==> src/psum_settings.svh <==
`ifndef PSUM_SETTINGS_SVH
`define PSUM_SETTINGS_SVH

// Number of partial-sum lanes
`define PSUM_LANES 4

// Words held by each lane FIFO
`define PSUM_FIFO_DEPTH 8

// Words in the global buffer
`define PSUM_GLB_DEPTH 256

// Width of one data word
`define PSUM_DATA_W 32

`endif
==> src/psum_pkg.sv <==
`default_nettype none

`include "psum_settings.svh"

package psum_pkg;

    typedef logic [`PSUM_DATA_W-1:0] psum_word_t;

    // Task strobes from the layer controller to one lane
    typedef struct packed {
        logic       need_pop;
        logic [4:0] pop_num;
        logic       fifo_reset;
    } psum_task_t;

    // Read request from one lane towards the GLB arbiter
    typedef struct packed {
        logic        req;
        logic [31:0] addr;
    } glb_req_t;

    // Completion report of one lane
    typedef struct packed {
        logic       valid;
        psum_word_t sum;
    } lane_result_t;

endpackage

`default_nettype wire

==> src/psum_fifo_ctrl.sv <==
`timescale 1ns/1ps
`default_nettype none

module psum_fifo_ctrl
    import psum_pkg::*;
(
    input  logic        clk,
    input  logic        rst_n,
    input  psum_task_t  task_i,
    input  logic [31:0] base_addr_i,
    input  logic        permit_i,
    input  logic        fifo_full_i,
    input  logic        fifo_empty_i,
    output glb_req_t    glb_req_o,
    output logic        push_o,
    output logic        pop_o,
    output logic        idle_o
);

    typedef enum logic [1:0] {
        ST_IDLE,
        ST_POP,
        ST_REFILL
    } state_e;

    state_e      state_q;
    state_e      state_d;
    logic [4:0]  pop_num_q;
    logic [4:0]  pop_cnt_q;
    logic [31:0] rd_ptr_q;
    logic        last_pop;

    assign pop_o    = (state_q == ST_POP) && !fifo_empty_i;
    assign last_pop = pop_o && (pop_cnt_q == pop_num_q - 5'd1);

    // Fetch from the GLB only while refilling and there is room
    assign glb_req_o.req  = (state_q == ST_REFILL) && !fifo_full_i;
    assign glb_req_o.addr = base_addr_i + rd_ptr_q;
    assign push_o         = glb_req_o.req && permit_i;

    assign idle_o = (state_q == ST_IDLE);

    always_comb begin
        state_d = state_q;
        unique case (state_q)
            ST_IDLE: begin
                if (task_i.need_pop) begin
                    state_d = ST_POP;
                end
            end
            ST_POP: begin
                // Task ends on exactly the pop_num-th pop
                if (last_pop) begin
                    state_d = ST_IDLE;
                end else if (fifo_empty_i) begin
                    state_d = ST_REFILL;
                end
            end
            ST_REFILL: begin
                if (fifo_full_i) begin
                    state_d = ST_POP;
                end
            end
            default: state_d = ST_IDLE;
        endcase
    end

    always_ff @(posedge clk or negedge rst_n) begin
        if (!rst_n) begin
            state_q   <= ST_IDLE;
            pop_num_q <= '0;
            pop_cnt_q <= '0;
        end else begin
            state_q <= state_d;
            if (state_q == ST_IDLE) begin
                pop_num_q <= task_i.pop_num;
                pop_cnt_q <= '0;
            end else if (pop_o) begin
                pop_cnt_q <= pop_cnt_q + 5'd1;
            end
        end
    end

    // GLB read pointer as an offset from the lane base
    always_ff @(posedge clk or negedge rst_n) begin
        if (!rst_n) begin
            rd_ptr_q <= '0;
        end else if (task_i.fifo_reset) begin
            rd_ptr_q <= '0;
        end else if (push_o) begin
            rd_ptr_q <= rd_ptr_q + 32'd1;
        end
    end

endmodule

`default_nettype wire

==> config.mk <==
export PLATFORM = sky130hd
export DESIGN_NAME = psum_fifo_ctrl
export DESIGN_NICKNAME = d
export VERILOG_FILES = /design/src/psum_pkg.sv /design/src/psum_fifo_ctrl.sv
export VERILOG_INCLUDE_DIRS = /design/src
export SDC_FILE = /design/constraint.sdc
export NUM_CORES = 1
export LEC_CHECK = 0
export BUFFER_PORTS_ARGS = -buffer_cell sky130_fd_sc_hd__buf_2
export CORE_MARGIN = 1.5
export CORE_UTILIZATION = 55
export DETAILED_ROUTE_END_ITERATION = 6
export PLACE_DENSITY = 0.8
export RECOVER_POWER = 50
export SYNTH_ARGS = -nofsm -noshare
export SYNTH_HDL_FRONTEND = slang
export SYNTH_SLANG_ARGS = --single-unit
export TNS_END_PERCENT = 20
==> constraint.sdc <==
create_clock -name clk -period 5.2 [get_ports clk]
set_input_delay 0 -clock clk [delete_from_list [all_inputs] [get_ports clk]]
set_output_delay 0 -clock clk [all_outputs]
set_load 0.02 [all_outputs]
==> results of run 1 <==
## what timing repair did
| item | 4_1_cts | 5_1_grt |
|---|---|---|
| hold buffers | 8 | 0 |
| resized for setup | 0 | 0 |
| endpoints found under the hold margin | 51 | 0 |
## metrics by stage
step           instances  worst slack (ps)  hold slack (ps)  total power, W
2_1_floorplan        457              2600             -296        0.000649
3_3_place_gp         618              2320              198        0.000722
3_5_place_dp         618              2300              193        0.000732
4_1_cts              634              1940             1.68        0.000995
5_1_grt              634              1710             18.7         0.00105
6_report             634              1910             9.26        0.000985
## worst max-delay path, stage by stage (launching register included)
cell	delay, ps
dfrtp_1	460
ha_1	240
fa_1	420
a211oi_1	280
o21ai_0	230
a211oi_2	410
o2111ai_1	230
a31oi_1	280
o21ai_1	130
xor2_1	140
buf_2	180
## worst max-delay path by stage
stage	startpoint	endpoint	slack (ps)	cells after the start
after detailed placement	rd_ptr_q[0]	glb_req_o[28]	2300	10
after CTS	rd_ptr_q[0]	glb_req_o[28]	1940	10
after global placement	rd_ptr_q[0]	glb_req_o[28]	2320	10
after floorplan	rd_ptr_q[0]	glb_req_o[28]	2600	9
final	rd_ptr_q[0]	glb_req_o[28]	1910	10
after global routing	rd_ptr_q[0]	glb_req_o[28]	1710	10
## area by class of cell
cell class | count | area, µm² | area share, %
Sequential cell | 44 | 1100 | 24.5
Tap cell | 96 | 120 | 2.68
Inverter | 13 | 48.8 | 1.09
Timing Repair Buffer | 87 | 469 | 10.5
Clock inverter | 3 | 42.5 | 0.948
Multi-Input combinational cell | 386 | 2640 | 58.8
Clock buffer | 5 | 68.8 | 1.53
## cell usage after synthesis (8+ instances only)
| master | instances |
|---|---|
| nand4_1 | 18 |
| clkbuf_1 | 8 |
| nand2_1 | 43 |
| inv_1 | 13 |
| o21bai_1 | 11 |
| nor2_1 | 54 |
| nand3_1 | 16 |
| o21ai_0 | 25 |
| dfrtp_1 | 44 |
| xor2_1 | 38 |
| a21o_1 | 16 |
| a21oi_1 | 36 |
| ha_1 | 34 |
| xnor2_1 | 29 |
## per-layer routing
| metal | vias up | global-route usage, % | share of wire (%) |
|---|---|---|---|
| met3 | 22 | 3.05 | 5.0 |
| met1 | 1635 | 33.1 | 45 |
| met2 | 123 | 40.0 | 47 |
| met5 | - | 0 | 0 |
| li1 | 1794 | - | - |
| met4 | 0 | 9.53 | 2.5 |
## state kept, by name, indices dropped and copies added (netlist names)
register and flops:
rd_ptr_q 32, pop_cnt_q 5, pop_num_q 5, state_q 2
## where the power goes
group | total, W | switching, W | internal, W
logic | 0.000305 | 0.000174 | 0.000131
clock network | 0.000255 | 0.000113 | 0.000142
registers | 0.000426 | 0.0000451 | 0.000381
## cells by family after synthesis
logic type,count (synthesis)
muxes,4
adders and majority gates,35
buffers and inverters,27
xor gates and xnor gates,67
and+or+nand+nor,167
AOI/OAI and AO/OA,113
DFF,44
==> summary.md, run 1 <==
| Metric | Value |
|---|---|
| GRT Total Usage | 24.5% |
| Setup CP Type | register to output pin |
| Failing checks | max-capacitance violations, max-slew violations |
| Compound-gate portion of the synthesized area | 18.7% |
| Number of setup buffers added after CTS | 0 |
| Yosys cell types | 52 |
| Clock Latency Late Sink | 290 ps |
| CTS buffer count | 5 |
| Via/cell ratio | 5.64 |
| Fin Setup TNS | 0 ps |
| Mapped Area | 0.00386 mm² |
| Post-synth EDFFs | 0 |
| Async SR Flop Fraction | 100% |
| #FFs+latches synth | 44 |
| Mux share of post-synthesis cell area | 1.13% |
| CP endpoint kind | output pin |
| Leak | 2.26 nW |
| Top-area cell type share of the netlist area | 28.5% |
| Status | finished, violations left |
| Worst-path clk slew | 80 ps |
| Root Driver | clkbuf_8 |
| Routed vias | 3574 |
| Area growth, synth to finish | 16.1% |
| Worst EP required | 5200 ps |
| CTS max path bufs | 2 |
| Reg2reg end | rd_ptr_q[31] |
| Final Hold Fails | 0 |
| Max-slew violations | 45 |
| Ant diodes | 0 |
| Reg-to-Reg Start | state_q[0] |
| Worst slew pin tran | 2310 ps |
| Flop-to-flop setup slack | 2970 ps |
| Hold crit path type | input port to register |
| Hold Path Stages | 3 |
| Unrepaired setup endpoints after global routing | false |
| Achievable Freq | 304 MHz |
| Synth Area in Simple Gates | 21.6% |
| Layout cells sized above 1 | 18.6% |
| Starting Density | 56.9% |
| Max-slew headroom | -53.9% |
| I/O pin count | 80 |
| Core Box Area | 0.00679 mm² |
| Syn avg cell area | 8.46 µm² |
| First-pass GRT wire length | 14900 µm |
| Row count | 30 |
| Fin crit share | 63.4% |
| Max VDD drop | 0.247 mV |
| Mapped Nets | 536 |
| Clk sink count | 44 |
| Most frequent cells in the layout | 74 x buf_2, 54 x nor2_1, 44 x dfrtp_1 |
| IO Port Bufs | 79 |
| CTS H-Tree Depth | 2 |
| Detailed Route WL | 8910 µm |
| Dpl hpwl | 7020 µm |
| Register area share after synthesis | 28.5% |
| PwrDens | 220 mW/mm² |
| Ys Warns | 0 |
| XOR/XNOR Fraction of Synth Area | 15.2% |
| Main flop type after synthesis | dfrtp_1 |
| Fill cells | 563 |
| Fin area | 0.00449 mm² |
| DR iter-0 viols | 155 |
| Commonest non-fill, non-tap cell in the layout | buf_2 |
| Skew final | 3.62 ps |
| Worst R2R Path Depth | 7 |
| Synth area leaders | dfrtp_1 28%, ha_1 11%, xor2_1 8.6% |
| GR Overflow Total | 0 |
| Max-Cap Viols | 1 |
| Initial antenna violation count | 0 |
| Pin count of the biggest net entering global routing | 45 |
| Die width | 86.8 µm |
| TritonRoute pass-1 iters | 4 |
| TritonCTS clock tree | built |
| Vias in the first global route | 3440 |
| Drt wl/cell | 14.0 µm |
| Hold Path Sink | state_q[1] |
| Tmin final | 3290 ps |
| Die Ht | 86.8 µm |
| CP arrival | 3290 ps |
| Antenna viol nets, final | 0 |
| Post-DP Area | 0.00430 mm² |
| Die area | 0.00754 mm² |
| DRC Markers | 0 |
| Final net count | 616 |
| Critical Path Source Type | register |
| Combinational family with the most area after synthesis | simple AND/OR/NAND/NOR gates |
| Worst Path Max Fanout | 6 |
| Final Util | 66.0% |
| Gate Count Post-Synth | 457 |
| Synth area leader | dfrtp_1 |
| Post-Synth Adder-Cell Area | 11.5% |
| Gpl congestion | 0.917 |
| Hold path start | fifo_full_i |
| # setup viols final | 0 |
No activity file was read; power rests on OpenSTA's default activity.
==> inputs of run 2 (changes only) <==
CORE_UTILIZATION = 51   (was 55)
PLACE_DENSITY = 0.78   (was 0.8)
clock period = 2.7 ns   (was 5.2 ns; I/O delays follow)
==> run 2 against run 1 <==
Critical path depth is 2 higher. Critical endpoint is now glb_req_o[30]. Register-to-register slack worse by 2400 ps. Final cell count up 3.3%. Clock power is 110% higher. Highest routed layer unchanged. The flow finishes with violations (negative setup slack). Non-clock buffer count up 18.
==> summary.md, run 2 (synthesized netlist as in run 1, its figures left out) <==
| Metric | Value |
|---|---|
| DRC Markers | 0 |
| Hold crit path type | input port to register |
| Hold Path Sink | rd_ptr_q[2] |
| Starting Density | 53.0% |
| Tmin final | 2850 ps |
| Commonest non-fill, non-tap cell in the layout | buf_2 |
| Max-Cap Viols | 0 |
| Pint | 0.00134 W |
| IO Port Bufs | 79 |
| Vias in the first global route | 3520 |
| Detailed Route WL | 9600 µm |
| Clk sink count | 44 |
| Drt wl/cell | 14.7 µm |
| Reg-to-Reg Start | state_q[0] |
| Final Hold Fails | 0 |
| Hold path start | task_i[0] |
| Core Box Area | 0.00729 mm² |
| CP arrival | 2850 ps |
| I/O pin count | 80 |
| Max FFs per register | 32 |
| Switching share of power | 32.9% |
| Hold Path Stages | 2 |
| Final net count | 634 |
| Antenna viol nets, final | 0 |
| Fin crit share | 106% |
| Setup CP Type | register to output pin |
| Max-slew violations | 0 |
| Worst slew pin tran | 1060 ps |
| Net Sw Power | 0.000655 W |
| CTS max path bufs | 2 |
| DR iter-0 viols | 147 |
| Failing checks | negative setup slack |
| Root Driver | clkbuf_8 |
| Worst R2R Path Depth | 6 |
| TritonCTS clock tree | built |
| Status | finished, violations left |
| Largest reg by FF count | rd_ptr_q |
| Unrepaired setup endpoints after global routing | true |
| Post-DP Area | 0.00442 mm² |
| Gpl congestion | 0.892 |
| Max-slew headroom | 29.3% |
| Most frequent cells in the layout | 64 x buf_2, 54 x nor2_1, 43 x nand2_1 |
| # setup viols final | 6 |
| Final Util | 66.7% |
| Worst EP required | 2700 ps |
| Initial antenna violation count | 0 |
| Top flop regs | rd_ptr_q: 32 flops, pop_cnt_q: 5 flops, pop_num_q: 5 flops |
| Combinational share of power | 31.6% |
| Fin area | 0.00487 mm² |
| Critical Path Source Type | register |
| Leak | 2.44 nW |
| GRT Total Usage | 23.5% |
| CTS H-Tree Depth | 2 |
| Skew final | 8.87 ps |
| GR Overflow Total | 0 |
| Sequential power share | 41.1% |
| CP endpoint kind | output pin |
| Ant diodes | 0 |
| Die area | 0.00811 mm² |
| Achievable Freq | 350 MHz |
| Via/cell ratio | 5.69 |
| First-pass GRT wire length | 16000 µm |
| Pin count of the biggest net entering global routing | 45 |
| Routed vias | 3725 |
| Dpl hpwl | 7390 µm |
| Max VDD drop | 0.532 mV |
| Flop-to-flop setup slack | 530 ps |
| Row count | 31 |
| Clock Latency Late Sink | 290 ps |
| Setup ws final | -155 ps |
| Die width | 90.1 µm |
| CTS buffer count | 5 |
| PwrDens | 409 mW/mm² |
| Worst-path clk slew | 80 ps |
| Worst Path Max Fanout | 2 |
| Die Ht | 90.1 µm |
| Clock power share | 27.3% |
| TritonRoute pass-1 iters | 4 |
| Layout cells sized above 1 | 26.3% |
| Area growth, synth to finish | 25.9% |
| Reg2reg end | rd_ptr_q[30] |
## run 2: cell types whose count changed in the layout (fill, tap and decap cells not counted), sizes merged
cell / before / now
buf: 74 / 92
clkbuf: 10 / 11
clkinv: 1 / 0
clkinvlp: 1 / 0
dlygate4sd3: 8 / 9
## run 2: routing by layer
| metal | track usage [%] | vias to the layer above | routed length [µm] |
|---|---|---|---|
| li1 | - | 1830 | - |
| met1 | 31.3 | 1760 | 4300 |
| met2 | 39.1 | 115 | 4700 |
| met3 | 3.38 | 20 | 414 |
| met4 | 7.67 | 0 | 188 |
| met5 | 0 | - | 0 |
## run 2: worst max path at each step
| stage | from | to | slack, ps |
|---|---|---|---|
| 2_1_floorplan | rd_ptr_q[0] | glb_req_o[28] | 100 |
| 3_3_place_gp | rd_ptr_q[0] | glb_req_o[24] | 10 |
| 3_5_place_dp | rd_ptr_q[0] | glb_req_o[30] | -60 |
| 4_1_cts | rd_ptr_q[0] | glb_req_o[30] | -180 |
| 5_1_grt | rd_ptr_q[0] | glb_req_o[30] | -340 |
| 6_report | rd_ptr_q[0] | glb_req_o[30] | -150 |
## run 2: power groups by stage
stage / clock network (W) / logic, W / registers (W)
after global routing: 0.000582 / 0.000695 / 0.000836
after global placement: 0 / 0.000573 / 0.000827
after floorplan: 0 / 0.000442 / 0.000809
final: 0.000543 / 0.000629 / 0.000818
after CTS: 0.000555 / 0.000621 / 0.000818
after detailed placement: 0 / 0.000594 / 0.000832
## run 2: final cells by class
| class | instances | area (µm²) |
|---|---|---|
| Inverter | 13 | 48.8 |
| Multi-Input combinational cell | 386 | 2820 |
| Clock inverter | 1 | 30.0 |
| Sequential cell | 44 | 1100 |
| Tap cell | 99 | 124 |
| Fill cell | 622 | 2420 |
| Clock buffer | 7 | 96.3 |
| Timing Repair Buffer | 105 | 644 |
## run 2: repair_timing
item / CTS / global route
setup buffers: 0 / 2
pin swaps: 3 / 11
endpoints found under the hold margin: 51 / 0
hold buffers: 9 / 0
gates resized for setup: 15 / 36
endpoints found under the setup margin: 17 / 17
## run 2: through the flow
step                      instances  setup TNS (ps)  total power, W  setup WS (ps)  hold WS [ps]
after global placement          636               0         0.00140           13.8           203
after detailed placement        636            -153         0.00143          -60.9           207
final                           655            -673         0.00199           -155          68.2
after global routing            655           -1910         0.00211           -337          77.2
after floorplan                 457               0         0.00125            101          -296
after CTS                       653            -796         0.00199           -179          58.7
## run 2: worst max-delay path: stages, from the launching register on
cell and delay [ps]:
dfrtp_1 410, ha_4 180, fa_2 420, a211oi_4 240
o21ai_2 110, a211oi_2 240, buf_4 170, buf_6 100
o41ai_4 80, o21ai_2 190, o21ai_2 90, xor2_1 160
buf_4 170
==> inputs of run 3 (changes only) <==
ABC_CLOCK_PERIOD_IN_PS = 2700   (was default)
CORE_ASPECT_RATIO = 0.6   (was default)
==> run 3 against run 2 <==
The flow still finishes with violations (negative setup slack). Die area is 0.21% higher. Clock skew fell by 2.2 ps. Routed wire length is 1.6% higher. Via count down 0.24%. Critical path depth down 1. Flip-flop and latch count unchanged. Sequential share of layout area rose by 0.14 points. Global-route usage is 1.3 points higher. Fmax up 2.3%. Register-to-register slack got worse by 70 ps. Core utilization shrank 0.59 points. Combinational power decreased by 2%. Largest cell class unchanged.
==> summary.md, run 3 (synthesized netlist as in run 1, its figures left out) <==
| Metric | Value |
|---|---|
| M3 GR Usage | 3.99% |
| DRC Markers | 0 |
| Final net count | 629 |
| Final Non-Filler Cells | 655 |
| Final Hold Fails | 0 |
| Vias in the first global route | 3355 |
| Worst slew pin tran | 1060 ps |
| Leak | 2.41 nW |
| TritonCTS clock tree | built |
| CP Buf/Inv Count | 3 |
| GR Overflow Total | 0 |
| Post-DP Area | 0.00440 mm² |
| Max-slew headroom | 29.3% |
| Critical Path Source Type | register |
| Area growth, synth to finish | 24.9% |
| Status | finished, violations left |
| I/O pin count | 80 |
| TritonRoute pass-1 iters | 4 |
| Final Util | 66.2% |
| Drt wl/cell | 14.9 µm |
| Die width | 115 µm |
| Top flop regs | rd_ptr_q: 32 flops, pop_cnt_q: 5 flops, pop_num_q: 5 flops |
| DR iter-0 viols | 301 |
| PwrDens | 442 mW/mm² |
| Fin crit share | 103% |
| Pin count of the biggest net entering global routing | 45 |
| GR peak layer | met1 |
| Layout cells sized above 1 | 24.7% |
| GRT Total Usage | 24.8% |
| Cell Chain, Critical Path | ha_2 -> fa_2 -> a211oi_4 -> o21ai_2 -> a211oi_2 -> buf_4 -> o41ai_2 -> o21ai_1 -> buf_4 -> xnor2_2 -> buf_4 |
| Failing checks | negative setup slack |
| Hold slack | 1.73 ps |
| Ant diodes | 0 |
| Die Ht | 70.4 µm |
| Routed vias | 3716 |
| IO Port Bufs | 79 |
| Skew final | 6.70 ps |
| WP depth | 11 |
| Core Box Area | 0.00730 mm² |
| Placed cell count | 638 |
| Reg-to-Reg Start | state_q[0] |
| Worst Path Max Fanout | 2 |
| Detailed Route WL | 9760 µm |
| Max FFs per register | 32 |
| Largest reg by FF count | rd_ptr_q |
| Max-Cap Viols | 0 |
| Initial antenna violation count | 0 |
| CTS max path bufs | 2 |
| Die area | 0.00813 mm² |
| Most common cell on crit path | buf_4 |
| Worst setup path end | glb_req_o[26] |
| Root Driver | clkbuf_16 |
| Tmin final | 2790 ps |
| Starting Density | 53.0% |
| Row count | 24 |
| Gpl congestion | 0.922 |
| Flop-to-flop setup slack | 460 ps |
| Commonest non-fill, non-tap cell in the layout | buf_2 |
| Cell family with most CP delay | compound AO/OA/AOI/OAI gates |
| Max-slew violations | 0 |
| Antenna viol nets, final | 0 |
| Slowest CP cell | dfrtp_1 |
| Hold crit path type | input port to register |
| Worst R2R Path Depth | 7 |
| Max incr delay on CP | 380 ps |
| Via/cell ratio | 5.67 |
| First-pass GRT wire length | 16100 µm |
| Fin area | 0.00483 mm² |
| Setup ws final | -90.6 ps |
| CP endpoint kind | output pin |
| CTS buffer count | 5 |
| Fill cells | 592 |
| Clk sink count | 44 |
| Max VDD drop | 0.494 mV |
| Met2 GRT Util | 34.6% |
| Worst-path clk slew | 60 ps |
| CP arrival | 2790 ps |
| CP startpoint | rd_ptr_q[0] |
| Achievable Freq | 358 MHz |
| Setup CP Type | register to output pin |
| Met1 Resource Use GR | 39.6% |
| CTS H-Tree Depth | 2 |
| Dpl hpwl | 7620 µm |
| Worst EP required | 2700 ps |
| # setup viols final | 10 |
| Fin Setup TNS | -526 ps |
| Clock Latency Late Sink | 290 ps |
| Most frequent cells in the layout | 62 x buf_2, 54 x nor2_1, 44 x dfrtp_1 |
| Reg2reg end | rd_ptr_q[11] |
| Unrepaired setup endpoints after global routing | true |
==> run 3: where the power goes <==
| part | internal [W] | leakage [nW] | switching (W) | total [W] |
|---|---|---|---|---|
| Sequential | 0.000734 | 0.600 | 0.0000867 | 0.000821 |
| Clock | 0.000439 | 0.0804 | 0.000257 | 0.000696 |
| Combinational | 0.000268 | 1.73 | 0.000351 | 0.000619 |
==> run 3: cell type report <==
type,count,area [µm²],area share [%]
sequential,44,1100,22.8
clock buffer,5,125,2.59
multi-input combinational,386,2780,57.5
tap,104,130,2.70
inverter,13,48.8,1.01
clock inverter,3,46.3,0.959
timing repair buffer,100,599,12.4
==> run 3: worst register-to-register path, stage by stage (launching register included) <==
cell and delay (ps):
dfrtp_1 440, and4bb_1 380, clkbuf_1 360, nor2_1 100, nor2_1 270, nand2_1 150
or3_1 320, a21oi_1 140
==> run 3: worst min-delay path by stage <==
stage / from / to / slack [ps] / cells past startpoint
4_1_cts: fifo_full_i / state_q[1] / 0.5 / 3
2_1_floorplan: rst_n / pop_cnt_q[0] / -300 / 0
5_1_grt: fifo_full_i / state_q[1] / 10 / 3
6_report: fifo_full_i / state_q[1] / 2 / 3
3_3_place_gp: rst_n / pop_num_q[3] / 200 / 1
3_5_place_dp: rst_n / pop_num_q[0] / 200 / 1
==> run 3: layer usage <==
metal / wire (µm) / vias up
met4: 60 / 0
met2: 4100 / 136
met3: 702 / 8
met5: 0 / -
met1: 4900 / 1756
li1: - / 1816
==> run 3: metrics by stage <==
stage	setup slack [ps]	total power (W)
detailed placement	-4.80	0.00143
finish	-90.6	0.00214
floorplan	101	0.00125
global placement	-5.78	0.00140
CTS	-80.3	0.00215
global route	-262	0.00226
==> run 3: timing repair <==
action,CTS,global route
pin swaps,10,6
setup endpoints to repair,17,17
buffers inserted,2,0
resized for setup,25,19
hold buffers,7,0
endpoints found under the hold margin,50,0
